### config.mk
export PLATFORM = sky130hd
export DESIGN_NAME = spim_top
export DESIGN_NICKNAME = d
export VERILOG_FILES = /design/src/hdl/spi_fmt_pkg.sv /design/src/hdl/spim_ctl_pkg.sv /design/src/hdl/spim_tick_if.sv /design/src/hdl/spim_sequencer.sv /design/src/hdl/spim_shifter.sv /design/src/hdl/spim_top.sv
export SDC_FILE = /design/constraint.sdc
export NUM_CORES = 1
export LEC_CHECK = 0
export BUFFER_PORTS_ARGS = -buffer_cell sky130_fd_sc_hd__buf_2
export CAP_MARGIN = 20
export CORE_UTILIZATION = 42
export CTS_CLUSTER_DIAMETER = 60
export DETAILED_ROUTE_END_ITERATION = 6
export PLACE_DENSITY = 0.75
export SYNTH_ARGS = -nofsm -noshare
export SYNTH_HDL_FRONTEND = slang
export SYNTH_HIERARCHICAL = 1
export SYNTH_SLANG_ARGS = --single-unit
### constraint.sdc
create_clock -name clk -period 4 [get_ports clk]
set_clock_uncertainty 0.15 [all_clocks]
set_input_delay 0.2 -clock clk [delete_from_list [all_inputs] [get_ports clk]]
set_output_delay 0.2 -clock clk [all_outputs]
set_load 0.01 [all_outputs]
### src/hdl/spi_fmt_pkg.sv
// Word width is fixed at 16 bits and size codes below 3 give 8-bit frames
`default_nettype none

package spi_fmt_pkg;

  localparam int DATA_W = 16;        // FIFO word width
  localparam int SIZE_W = 4;         // data_size field
  localparam int DIV_W = 23;         // Half-bit divider compare
  localparam int MIN_SIZE = 3;       // Smallest honored size code
  localparam int DEFAULT_SIZE = 7;   // Used below MIN_SIZE

  typedef logic [DATA_W-1:0] word_t;
  typedef logic [SIZE_W-1:0] size_t; // Frame has size+1 bits
  typedef logic [DIV_W-1:0] div_t;   // Half bit is div+1 clocks

  // Size code actually used for a frame
  function automatic size_t eff_size(input size_t size);
    if (size < size_t'(MIN_SIZE))
      return size_t'(DEFAULT_SIZE);
    else
      return size;
  endfunction

endpackage

`default_nettype wire

### src/hdl/spim_ctl_pkg.sv
// Master only; STOP is one half bit, or three with nss_toggle
`default_nettype none

package spim_ctl_pkg;

  typedef enum logic [1:0] {
    IDLE  = 2'b00,
    START = 2'b01,
    DATA  = 2'b11,
    STOP  = 2'b10
  } frame_state_t;

  localparam int STOP_HALVES_TOGGLE = 3; // Half bits in STOP with nss_toggle
  localparam int STOP_CNT_W = 2;

  typedef logic [STOP_CNT_W-1:0] stop_cnt_t;
  typedef logic [spi_fmt_pkg::SIZE_W:0] bit_idx_t; // Half bits remaining

endpackage

`default_nettype wire

### src/hdl/spim_tick_if.sv
// Point to point from sequencer to shifter; strobes are valid for one clk only
`default_nettype none
`timescale 1ns/1ns

interface spim_tick_if;

  spim_ctl_pkg::frame_state_t state;   // Current frame phase
  logic                       tick;    // End of each half bit
  logic                       start_end;
  logic                       data_end; // Last DATA half bit ends
  spim_ctl_pkg::bit_idx_t     half_idx;
  spi_fmt_pkg::size_t         frame_size; // Latched at frame start

  modport seq (
    output state,
    output tick,
    output start_end,
    output data_end,
    output half_idx,
    output frame_size
  );

  modport shf (
    input state,
    input tick,
    input start_end,
    input data_end,
    input half_idx,
    input frame_size
  );

endinterface

`default_nettype wire

### src/hdl/spim_sequencer.sv
// Back-pressure only ends a burst at STOP and never stalls a frame in flight
`default_nettype none
`timescale 1ns/1ns

module spim_sequencer (
  input  logic                clk,
  input  logic                rst_n,
  input  logic                i_spim_en,
  input  logic                i_nss_toggle,
  input  logic                i_tx_en,
  input  logic                i_rx_en,
  input  logic                i_tx_empty,
  input  logic                i_rx_full,
  input  logic                i_intr_en,
  input  logic                i_stop_clr,
  input  spi_fmt_pkg::size_t  i_data_size,
  input  spi_fmt_pkg::div_t   i_clk_div,
  spim_tick_if.seq            o_tick,
  output logic                o_nss,
  output logic                o_stop_intr,
  output logic                o_busy
);

  spim_ctl_pkg::frame_state_t state_q;
  spim_ctl_pkg::frame_state_t state_d;
  spi_fmt_pkg::div_t          div_cnt_q;
  spim_ctl_pkg::bit_idx_t     half_idx_q;
  spim_ctl_pkg::stop_cnt_t    stop_cnt_q;
  spi_fmt_pkg::size_t         frame_size_q;
  logic                       tick;
  logic                       idle_start;
  logic                       start_end;
  logic                       data_end;
  logic                       stop_end;
  logic                       stop_cond;
  logic                       start_load;

  assign tick = (state_q != spim_ctl_pkg::IDLE) && (div_cnt_q == i_clk_div);

  // Word available on whichever sides are enabled
  assign idle_start = (state_q == spim_ctl_pkg::IDLE) && i_spim_en &&
                      ((i_tx_en && !i_rx_en && !i_tx_empty) ||
                       (!i_tx_en && i_rx_en && !i_rx_full) ||
                       (i_tx_en && i_rx_en && !i_tx_empty && !i_rx_full));

  assign start_end = (state_q == spim_ctl_pkg::START) && tick;
  assign data_end  = (state_q == spim_ctl_pkg::DATA) && tick && (half_idx_q == '0);
  assign stop_end  = (state_q == spim_ctl_pkg::STOP) && tick &&
                     (!i_nss_toggle ||
                      stop_cnt_q == spim_ctl_pkg::stop_cnt_t'(spim_ctl_pkg::STOP_HALVES_TOGGLE - 1));
  assign stop_cond = (i_tx_en && i_tx_empty) || (i_rx_en && i_rx_full);
  assign start_load = idle_start || (stop_end && !stop_cond);

  always_comb
  begin
    state_d = state_q;
    if (!i_spim_en)
      state_d = spim_ctl_pkg::IDLE;
    else
      case (state_q)
        spim_ctl_pkg::IDLE:  if (idle_start) state_d = spim_ctl_pkg::START;
        spim_ctl_pkg::START: if (start_end) state_d = spim_ctl_pkg::DATA;
        spim_ctl_pkg::DATA:  if (data_end) state_d = spim_ctl_pkg::STOP;
        spim_ctl_pkg::STOP:
          if (stop_end)
            state_d = stop_cond ? spim_ctl_pkg::IDLE : spim_ctl_pkg::START;
        default: state_d = spim_ctl_pkg::IDLE;
      endcase
  end

  always_ff @(posedge clk or negedge rst_n)
  begin
    if (!rst_n)
      state_q <= spim_ctl_pkg::IDLE;
    else
      state_q <= state_d;
  end

  // Half-bit divider restarts at each phase
  always_ff @(posedge clk or negedge rst_n)
  begin
    if (!rst_n)
      div_cnt_q <= '0;
    else if (state_q == spim_ctl_pkg::IDLE || tick)
      div_cnt_q <= '0;
    else
      div_cnt_q <= div_cnt_q + 1'b1;
  end

  always_ff @(posedge clk or negedge rst_n)
  begin
    if (!rst_n)
      frame_size_q <= '0;
    else if (start_load)
      frame_size_q <= spi_fmt_pkg::eff_size(i_data_size);
  end

  // Counts 2*size+1 down to 0
  always_ff @(posedge clk or negedge rst_n)
  begin
    if (!rst_n)
      half_idx_q <= '0;
    else if (start_end)
      half_idx_q <= {frame_size_q, 1'b1};
    else if (state_q != spim_ctl_pkg::DATA)
      half_idx_q <= '0;
    else if (tick && !data_end)
      half_idx_q <= half_idx_q - 1'b1;
  end

  always_ff @(posedge clk or negedge rst_n)
  begin
    if (!rst_n)
      stop_cnt_q <= '0;
    else if (state_q != spim_ctl_pkg::STOP || stop_end)
      stop_cnt_q <= '0;
    else if (tick)
      stop_cnt_q <= stop_cnt_q + 1'b1;
  end

  // With nss_toggle, chip select rises after the first STOP half bit
  always_ff @(posedge clk or negedge rst_n)
  begin
    if (!rst_n)
      o_nss <= 1'b1;
    else if (!i_spim_en)
      o_nss <= 1'b1;
    else if (idle_start || (i_nss_toggle && stop_end && !stop_cond))
      o_nss <= 1'b0;
    else if (state_q == spim_ctl_pkg::IDLE ||
             (i_nss_toggle ? (state_q == spim_ctl_pkg::STOP && tick)
                           : (stop_end && stop_cond)))
      o_nss <= 1'b1;
  end

  always_ff @(posedge clk or negedge rst_n)
  begin
    if (!rst_n)
      o_stop_intr <= 1'b0;
    else if (i_stop_clr || !i_intr_en || !i_spim_en)
      o_stop_intr <= 1'b0;
    else if (stop_end && stop_cond)
      o_stop_intr <= 1'b1; // Sticky until cleared
  end

  assign o_busy = (state_q != spim_ctl_pkg::IDLE);

  assign o_tick.state      = state_q;
  assign o_tick.tick       = tick;
  assign o_tick.start_end  = start_end;
  assign o_tick.data_end   = data_end;
  assign o_tick.half_idx   = half_idx_q;
  assign o_tick.frame_size = frame_size_q;

endmodule

`default_nettype wire

### src/hdl/spim_shifter.sv
// MSB first; receive word reads zero above the frame length and is unset until a frame
`default_nettype none
`timescale 1ns/1ns

module spim_shifter (
  input  logic                clk,
  input  logic                rst_n,
  input  logic                i_spim_en,
  input  logic                i_cpol,
  input  logic                i_cpha,
  input  logic                i_tx_en,
  input  logic                i_rx_en,
  input  spi_fmt_pkg::word_t  i_tx_rd_data,
  input  logic                i_mi,
  spim_tick_if.shf            i_tick,
  output logic                o_mo,
  output logic                o_sck,
  output logic                o_tx_ren,
  output logic                o_rx_wen,
  output spi_fmt_pkg::word_t  o_rx_wr_data
);

  logic                              sck_q;
  logic                              mo_q;
  spi_fmt_pkg::word_t                rx_q;
  logic                              in_data;
  logic                              sample_edge;
  logic                              change_edge;
  logic [spi_fmt_pkg::SIZE_W-1:0]    bit_k;

  assign in_data = (i_tick.state == spim_ctl_pkg::DATA);
  assign bit_k   = i_tick.half_idx[spi_fmt_pkg::SIZE_W:1];

  // Sample edge is the one that takes sck to cpol^cpha^1
  assign sample_edge = in_data && i_tick.tick && (sck_q == (i_cpol ^ i_cpha));
  assign change_edge = in_data && i_tick.tick && !sample_edge && !i_tick.data_end;

  always_ff @(posedge clk or negedge rst_n)
  begin
    if (!rst_n)
      sck_q <= 1'b0;
    else if (!i_spim_en)
      sck_q <= i_cpol;
    else if (!i_cpha)
    begin
      if (!in_data)
        sck_q <= i_cpol;
      else if (i_tick.tick)
        sck_q <= ~sck_q;
    end
    else
    begin
      if (i_tick.start_end)
        sck_q <= ~i_cpol; // Leading edge as START ends
      else if (!in_data || i_tick.data_end)
        sck_q <= i_cpol;
      else if (i_tick.tick)
        sck_q <= ~sck_q;
    end
  end

  always_ff @(posedge clk or negedge rst_n)
  begin
    if (!rst_n)
      mo_q <= 1'b0;
    else if (!i_spim_en || !i_tx_en)
      mo_q <= 1'b0;
    else if (i_tick.start_end)
      mo_q <= i_tx_rd_data[i_tick.frame_size]; // First bit is MSB
    else if (change_edge)
      mo_q <= i_tx_rd_data[bit_k - 1'b1];
  end

  always_ff @(posedge clk)
  begin
    if (i_tick.start_end)
      rx_q <= '0;
    else if (sample_edge && i_rx_en)
      rx_q[bit_k] <= i_mi;
  end

  assign o_sck        = sck_q;
  assign o_mo         = mo_q;
  assign o_rx_wr_data = rx_q;

  // rx_q already holds bit 0 in the last DATA cycle
  assign o_tx_ren = i_tick.data_end && i_tx_en;
  assign o_rx_wen = i_tick.data_end && i_rx_en;

endmodule

`default_nettype wire

### src/hdl/spim_top.sv
// SPI master only; FIFOs sit outside and must pop or push on the strobe cycle
`default_nettype none
`timescale 1ns/1ns

module spim_top (
  input  logic                clk,
  input  logic                rst_n,
  input  logic                i_spim_en,
  input  logic                i_cpol,
  input  logic                i_cpha,
  input  logic                i_nss_toggle,
  input  spi_fmt_pkg::size_t  i_data_size,
  input  spi_fmt_pkg::div_t   i_clk_div,
  input  logic                i_tx_en,
  input  logic                i_rx_en,
  input  logic                i_tx_empty,
  input  logic                i_rx_full,
  input  spi_fmt_pkg::word_t  i_tx_rd_data,
  input  logic                i_intr_en,
  input  logic                i_stop_clr,
  input  logic                i_mi,
  output logic                o_mo,
  output logic                o_sck,
  output logic                o_nss,
  output logic                o_tx_ren,
  output logic                o_rx_wen,
  output spi_fmt_pkg::word_t  o_rx_wr_data,
  output logic                o_stop_intr,
  output logic                o_busy
);

  spim_tick_if u_tick ();

  // Timing and framing stage
  spim_sequencer u_sequencer (
    .clk          (clk),
    .rst_n        (rst_n),
    .i_spim_en    (i_spim_en),
    .i_nss_toggle (i_nss_toggle),
    .i_tx_en      (i_tx_en),
    .i_rx_en      (i_rx_en),
    .i_tx_empty   (i_tx_empty),
    .i_rx_full    (i_rx_full),
    .i_intr_en    (i_intr_en),
    .i_stop_clr   (i_stop_clr),
    .i_data_size  (i_data_size),
    .i_clk_div    (i_clk_div),
    .o_tick       (u_tick),
    .o_nss        (o_nss),
    .o_stop_intr  (o_stop_intr),
    .o_busy       (o_busy)
  );

  // Bit shifting stage
  spim_shifter u_shifter (
    .clk          (clk),
    .rst_n        (rst_n),
    .i_spim_en    (i_spim_en),
    .i_cpol       (i_cpol),
    .i_cpha       (i_cpha),
    .i_tx_en      (i_tx_en),
    .i_rx_en      (i_rx_en),
    .i_tx_rd_data (i_tx_rd_data),
    .i_mi         (i_mi),
    .i_tick       (u_tick),
    .o_mo         (o_mo),
    .o_sck        (o_sck),
    .o_tx_ren     (o_tx_ren),
    .o_rx_wen     (o_rx_wen),
    .o_rx_wr_data (o_rx_wr_data)
  );

endmodule

`default_nettype wire

# Yosys cells after proc, flatten, opt, wreduce, memory -nomap -nowiden
# Cells that the tools add are included.
dict set report word_totals {
  wordCells 132
  mem_bits_rw 0
  latchBits 0
  romBits 0
  mem_count 0
  output_inout_bits 23
  register_bits 56
  input_bits 56
}
dict set report classes {
  n_mux 36
  reduce_logical 61
  mul 0
  n_bitwise 3
  eq_ne 13
  div_mod_pow 0
  n_lt_le_gt_ge 5
  n_shift 0
  n_addsub 4
}
# cell count
set ops {}
lappend ops {{$logic_and 1x1->1} 29}
lappend ops {{$add 23x1->23 const B} 1}
lappend ops {{$eq 23x23->1} 1}
lappend ops {{$mux 23} 1}
lappend ops {{$mux 1} 19}
lappend ops {{$bwmux 16} 1}
lappend ops {{$lt 4x5->1 const B} 3}
lappend ops {{$mux 5} 3}
lappend ops {{$mux 2} 7}
lappend ops {{$logic_or 1x1->1} 13}
lappend ops {{$ne 3x2->1 const B} 4}
lappend ops {{$logic_not 1->1} 11}
lappend ops {{$bmux 1 s4} 2}
lappend ops {{$pmux 2 s4} 1}
lappend ops {{$eq 2x2->1 const B} 3}
lappend ops {{$reduce_bool 2->1} 3}
lappend ops {{$reduce_bool 3->1} 2}
lappend ops {{$logic_not 5->1} 1}
lappend ops {{$sub 5x1->5 const B} 1}
lappend ops {{$demux 1 s4} 1}
lappend ops {{$ge 4x1->1 const B} 1}
lappend ops {{$lt 4x2->1 const B} 1}
lappend ops {{$mux 4} 1}
lappend ops {{$ne 2x2->1 const B} 2}
lappend ops {{9 further kinds} 10}

# Logic depth before layout (Yosys ltp)
dict set report depth {
  depth_word 10
  ltp_mapped 11
  mapped_depth_nobuf 10
}

# Cells and area by module
# The synthesis kept the hierarchy.
# module area_per_inst_um2 cells_per_inst n_inst
set modules_own_cells {}
lappend modules_own_cells {spim_sequencer 2290.9 241 1}
lappend modules_own_cells {spim_shifter 1338.8 153 1}

# Least setup slack after synthesis
# No wires, ideal clock.
dict set report synth_path {
  path_type {flip-flop to flip-flop}
  from {reg u_sequencer.div_cnt_q[21]}
  to {reg u_shifter.rx_q[12] (netlist: u_shifter/o_rx_wr_data[12])}
  slack_ps 1014
  arrival_time_ps 2708
  path_stages_with_launch 12
  path_buffers 1
  setup_ps 128
  synth_period_minus_slack_ps 2986
  cell_sequence {dfrtp_1 -> xor2_1 -> nor4_2 -> nand4_2 -> or3_4 -> buf_6 -> nor2_1 -> nand4_1 -> nor3_4 -> nand3_2 -> mux2i_1 -> nor2_1}
}
dict set report synth_via {
  elab_chain_len 5
  word_cells_on_any_way 6
  classes_between {1 x eq/ne; 5 x reduce/logical}
}
# element line_no
set synth_rtl {}
lappend synth_rtl {{from (decl)} spim_sequencer.sv:26} ;# spi_fmt_pkg::div_t div_cnt_q;
lappend synth_rtl {{from (signal assigned)} spim_sequencer.sv:87} ;# div_cnt_q <= div_cnt_q + 1'b1;
lappend synth_rtl {{$eq 23x23->1 (*)} spim_sequencer.sv:38} ;# assign tick = (state_q != spim_ctl_pkg::IDLE) && (div_cnt_q == i_clk_div);
lappend synth_rtl {{$logic_and 1x1->1 (*)} spim_sequencer.sv:38}
lappend synth_rtl {{via u_tick.tick} spim_tick_if.sv:8} ;# logic tick;
lappend synth_rtl {{$logic_and 1x1->1 (2 in a row)} spim_shifter.sv:35} ;# assign sample_edge = in_data && i_tick.tick && (sck_q == (i_cpol ^ i_cpha));
lappend synth_rtl {{$logic_and 1x1->1} spim_shifter.sv:78} ;# else if (sample_edge && i_rx_en)
lappend synth_rtl {{to (signal, indexed assignment)} spim_shifter.sv:79} ;# rx_q[bit_k] <= i_mi;
lappend synth_rtl {{to (decl)} spim_shifter.sv:25} ;# spi_fmt_pkg::word_t rx_q;
# Mark *: on every way through the listed nets, which the timed path passes. The rest lies on a longest branch.
# A chain may end at the register's enable or synchronous reset.

# Worst setup path after layout
dict set report layout_path {
  from {reg u_sequencer.div_cnt_q[3]}
  to {reg u_shifter.rx_q[13] (netlist: u_shifter/o_rx_wr_data[13])}
}
# The elaborated chain is that of the path after synthesis.

==> impl_metrics.json <==
{
  "status": "completed",
  "vias": 3126,
  "core_sq_mm": 0.00830,
  "worstPathArrival_ns": 3.33,
  "yosysTopAreaCell": "dfrtp_1",
  "total_power_w": 0.00116,
  "cts_num_sinks": 56,
  "slowest_delay_ns": 0.47,
  "drtIter0Drc": 185,
  "synthArstFlopShare_pct": 71.4,
  "dp_hpwl_um": 6570,
  "grt_pass1_wl_um": 14100,
  "layout_worst_path_cycle_share_pct": 82.2,
  "final_hold_viol_count": 0,
  "nFillCells": 763,
  "utilization_pct": 51.2,
  "power.density_mw_per_mm2": 273,
  "crit_type": "register to register",
  "die_y_um": 95.0,
  "synth_area_leaders": "dfrtp_1 (27%), dfxtp_1 (8.8%), xor2_1 (6.3%)",
  "min_delay_path_depth": 2,
  "root_buffer": "clkbuf_8",
  "avgSynthCellArea_sq_um": 9.21,
  "finalCriticalPeriod_ns": 3.29,
  "clkLatencyLatePin_ns": 0.31,
  "min_from": "i_data_size[3]",
  "multi_input_area_sq_mm": 0.00218,
  "diodes": 0,
  "syn_area_sq_mm": 0.00363,
  "first_pass_iters": 4,
  "critPathLaunchType": "register",
  "start_util_pct": 43.7,
  "crit_chain": "xor2_1 -> nor4_2 -> nand4_2 -> or3_4 -> nor2_1 -> nand4_1 -> nor3_4 -> nand3_2 -> mux2i_1 -> nor2_1",
  "synth_cell_types": 65,
  "worstPathRequired_ns": 4.05,
  "synth-edff-count": 0,
  "final_common_cell": "buf_2",
  "timing.rr.end": "u_shifter/o_rx_wr_data[13]$_SDFFE_PP0P_",
  "routedWlPerCell_um": 14.7,
  "slew_headroom_pct": 40.2,
  "synth_fp_nets": 458,
  "tns_ns": 0,
  "grtUsageTotal_pct": 19.8,
  "setup_violations": 0,
  "worst_slack_ns": 0.712,
  "clockBufferDepth": 2,
  "cts_tree": "yes",
  "fin_nets": 534,
  "power.leakage_nw": 1.91,
  "yosysWarningCount": 6,
  "htreeDepth": 2,
  "final_cell_mix": "buf_2 (78), nand2_1 (53), nor2_1 (46)",
  "ys_seq_area_share_pct": 36.4,
  "slew_violations": 0,
  "drv_cap": 0,
  "cpMostUsedCell": "nor2_1",
  "path_clk_slew_ns": 0.10,
  "whs_endpoint": "u_sequencer/o_tick.frame_size[3]$_DFFE_PN0P_",
  "drcViolationCount": 0,
  "core.rowCount": 33,
  "numPortBuffers": 78,
  "cp_max_fo": 13,
  "synth_flop_cell": "dfrtp_1",
  "hold_class": "input pin to register",
  "synth_cells": 394,
  "end_kind": "register",
  "grt_pass1_vias": 3101,
  "seqCellArea_sq_mm": 0.00132,
  "antenna_found_initial": 0,
  "yosys.area.top_type_share_pct": 26.9,
  "dp_slack_ns": 0.715,
  "rsz0062_at_grt": "false",
  "ff2ff_path_depth": 10,
  "drive_gt1_share_pct": 25.7,
  "r2r_slack_ns": 0.71,
  "grt_max_degree": 41,
  "tightest_slew_ns": 0.897,
  "gp_congestion": 0.887,
  "final_cells": 576,
  "irDropWorstVdd_mv": 0.179,
  "max_clock_freq_ghz": 0.304,
  "regToRegStartpoint": "u_sequencer/div_cnt_q[3]$_DFF_PN0_",
  "syn_to_final_growth_pct": 17.0,
  "place_inst": 565,
  "ys_ff_latch": 56,
  "worst_path_max_delay_cell": "or3_4",
  "finalWirelength_um": 8450,
  "dieWidth_um": 95.0,
  "ant_nets": 0,
  "grt_remaining_overflow": 0,
  "vias_per_cell": 5.43,
  "cts_buffers": 5,
  "dieArea_sq_mm": 0.00902,
  "io_pins": 79
}
-- cell families (layout without fill, tap and decap cells) --
logic type	count (synthesis)	in the layout	share of synthesized area, %
XOR/XNOR	46	46	11.5
multiplexers	24	24	9.82
buffers and inverters	27	104	3.38
AND/OR/NAND/NOR	185	185	27.5
flip-flops	56	56	36.4
AO/OA/AOI/OAI	48	48	8.58
adder cells (fa/ha/maj)	8	8	2.76
-- repair_timing --
action	CTS	global route
buffers inserted	0	0
hold buffers	3	0
gates resized for setup	0	0
hold endpoints to repair	40	0
-- flip-flops by register name (all words and copies together) (netlist names) --
register	cells
u_shifter/o_mo	1
u_shifter/o_sck	1
u_sequencer/o_nss	1
u_sequencer/div_cnt_q	23
u_sequencer/stop_cnt_q	2
u_sequencer/o_stop_intr	1
u_shifter/o_rx_wr_data	16
u_sequencer/o_tick.state	2
u_sequencer/o_tick.frame_size	4
u_sequencer/o_tick.half_idx	5
-- through the flow --
stage / hold slack, ns / area (sq um)
after floorplan: -0.246 / 3630
after global placement: 0.215 / 4090
after detailed placement: 0.218 / 4090
after CTS: 0.0102 / 4250
after global routing: 0.0233 / 4250
final: 0.0140 / 4250
-- Yosys cell counts, drive strengths merged (6+ instances only) --
cell,count
o21ai,7
nor4,6
dfrtp,39
nand4,8
nand3,27
nor3,11
dfxtp,16
and3,11
mux2i,12
mux4,9
a21oi,21
nor2,47
xor2,26
nand2,54
inv,14
xnor2,19
buf,9
ha,8
-- final cells by class --
cell class | count | area share, %
inverters | 14 | 1.24
repair buffers | 82 | 10.1
clock buffers | 7 | 2.30
well taps | 105 | 3.09
flip-flops and latches | 56 | 31.1
clock inverters | 1 | 0.707
multi-input cells | 311 | 51.4
-- how the worst max path moves through the flow --
stage | from | end | slack, ns
after global placement | u_sequencer/div_cnt_q[10]$_DFF_PN0_ | u_shifter/o_rx_wr_data[14]$_SDFFE_PP0P_ | 0.85
after floorplan | u_sequencer/div_cnt_q[21]$_DFF_PN0_ | u_shifter/o_rx_wr_data[12]$_SDFFE_PP0P_ | 1.01
after detailed placement | u_sequencer/div_cnt_q[3]$_DFF_PN0_ | u_shifter/o_rx_wr_data[13]$_SDFFE_PP0P_ | 0.72
after CTS | u_sequencer/div_cnt_q[3]$_DFF_PN0_ | u_shifter/o_rx_wr_data[13]$_SDFFE_PP0P_ | 0.70
final | u_sequencer/div_cnt_q[3]$_DFF_PN0_ | u_shifter/o_rx_wr_data[13]$_SDFFE_PP0P_ | 0.71
after global routing | u_sequencer/div_cnt_q[21]$_DFF_PN0_ | u_shifter/o_rx_wr_data[14]$_SDFFE_PP0P_ | 0.47
-- routing by layer --
metal  routed length (um)  vias to the layer above  track usage (%)
li1                     -                     1533                -
met1                 3770                     1473             26.1
met2                 3990                       99             32.4
met3                  452                       21             3.22
met4                  236                        0             7.70
met5                    0                        -                0
-- critical path, delay by kind of cell (launching register included) --
family / cells / cell delay [ns]
multiplexers: 1 / 0.18
XOR/XNOR: 1 / 0.19
flip-flops: 1 / 0.45
AND/OR/NAND/NOR: 8 / 2.21
-- where the power goes --
part	internal (W)	switching [W]	leakage, nW
clock network	0.000225	0.000178	0.0636
logic	0.0000771	0.0000741	1.17
registers	0.000577	0.0000262	0.669
total	0.000880	0.000278	1.91
Power figures use the tool's default switching activity.
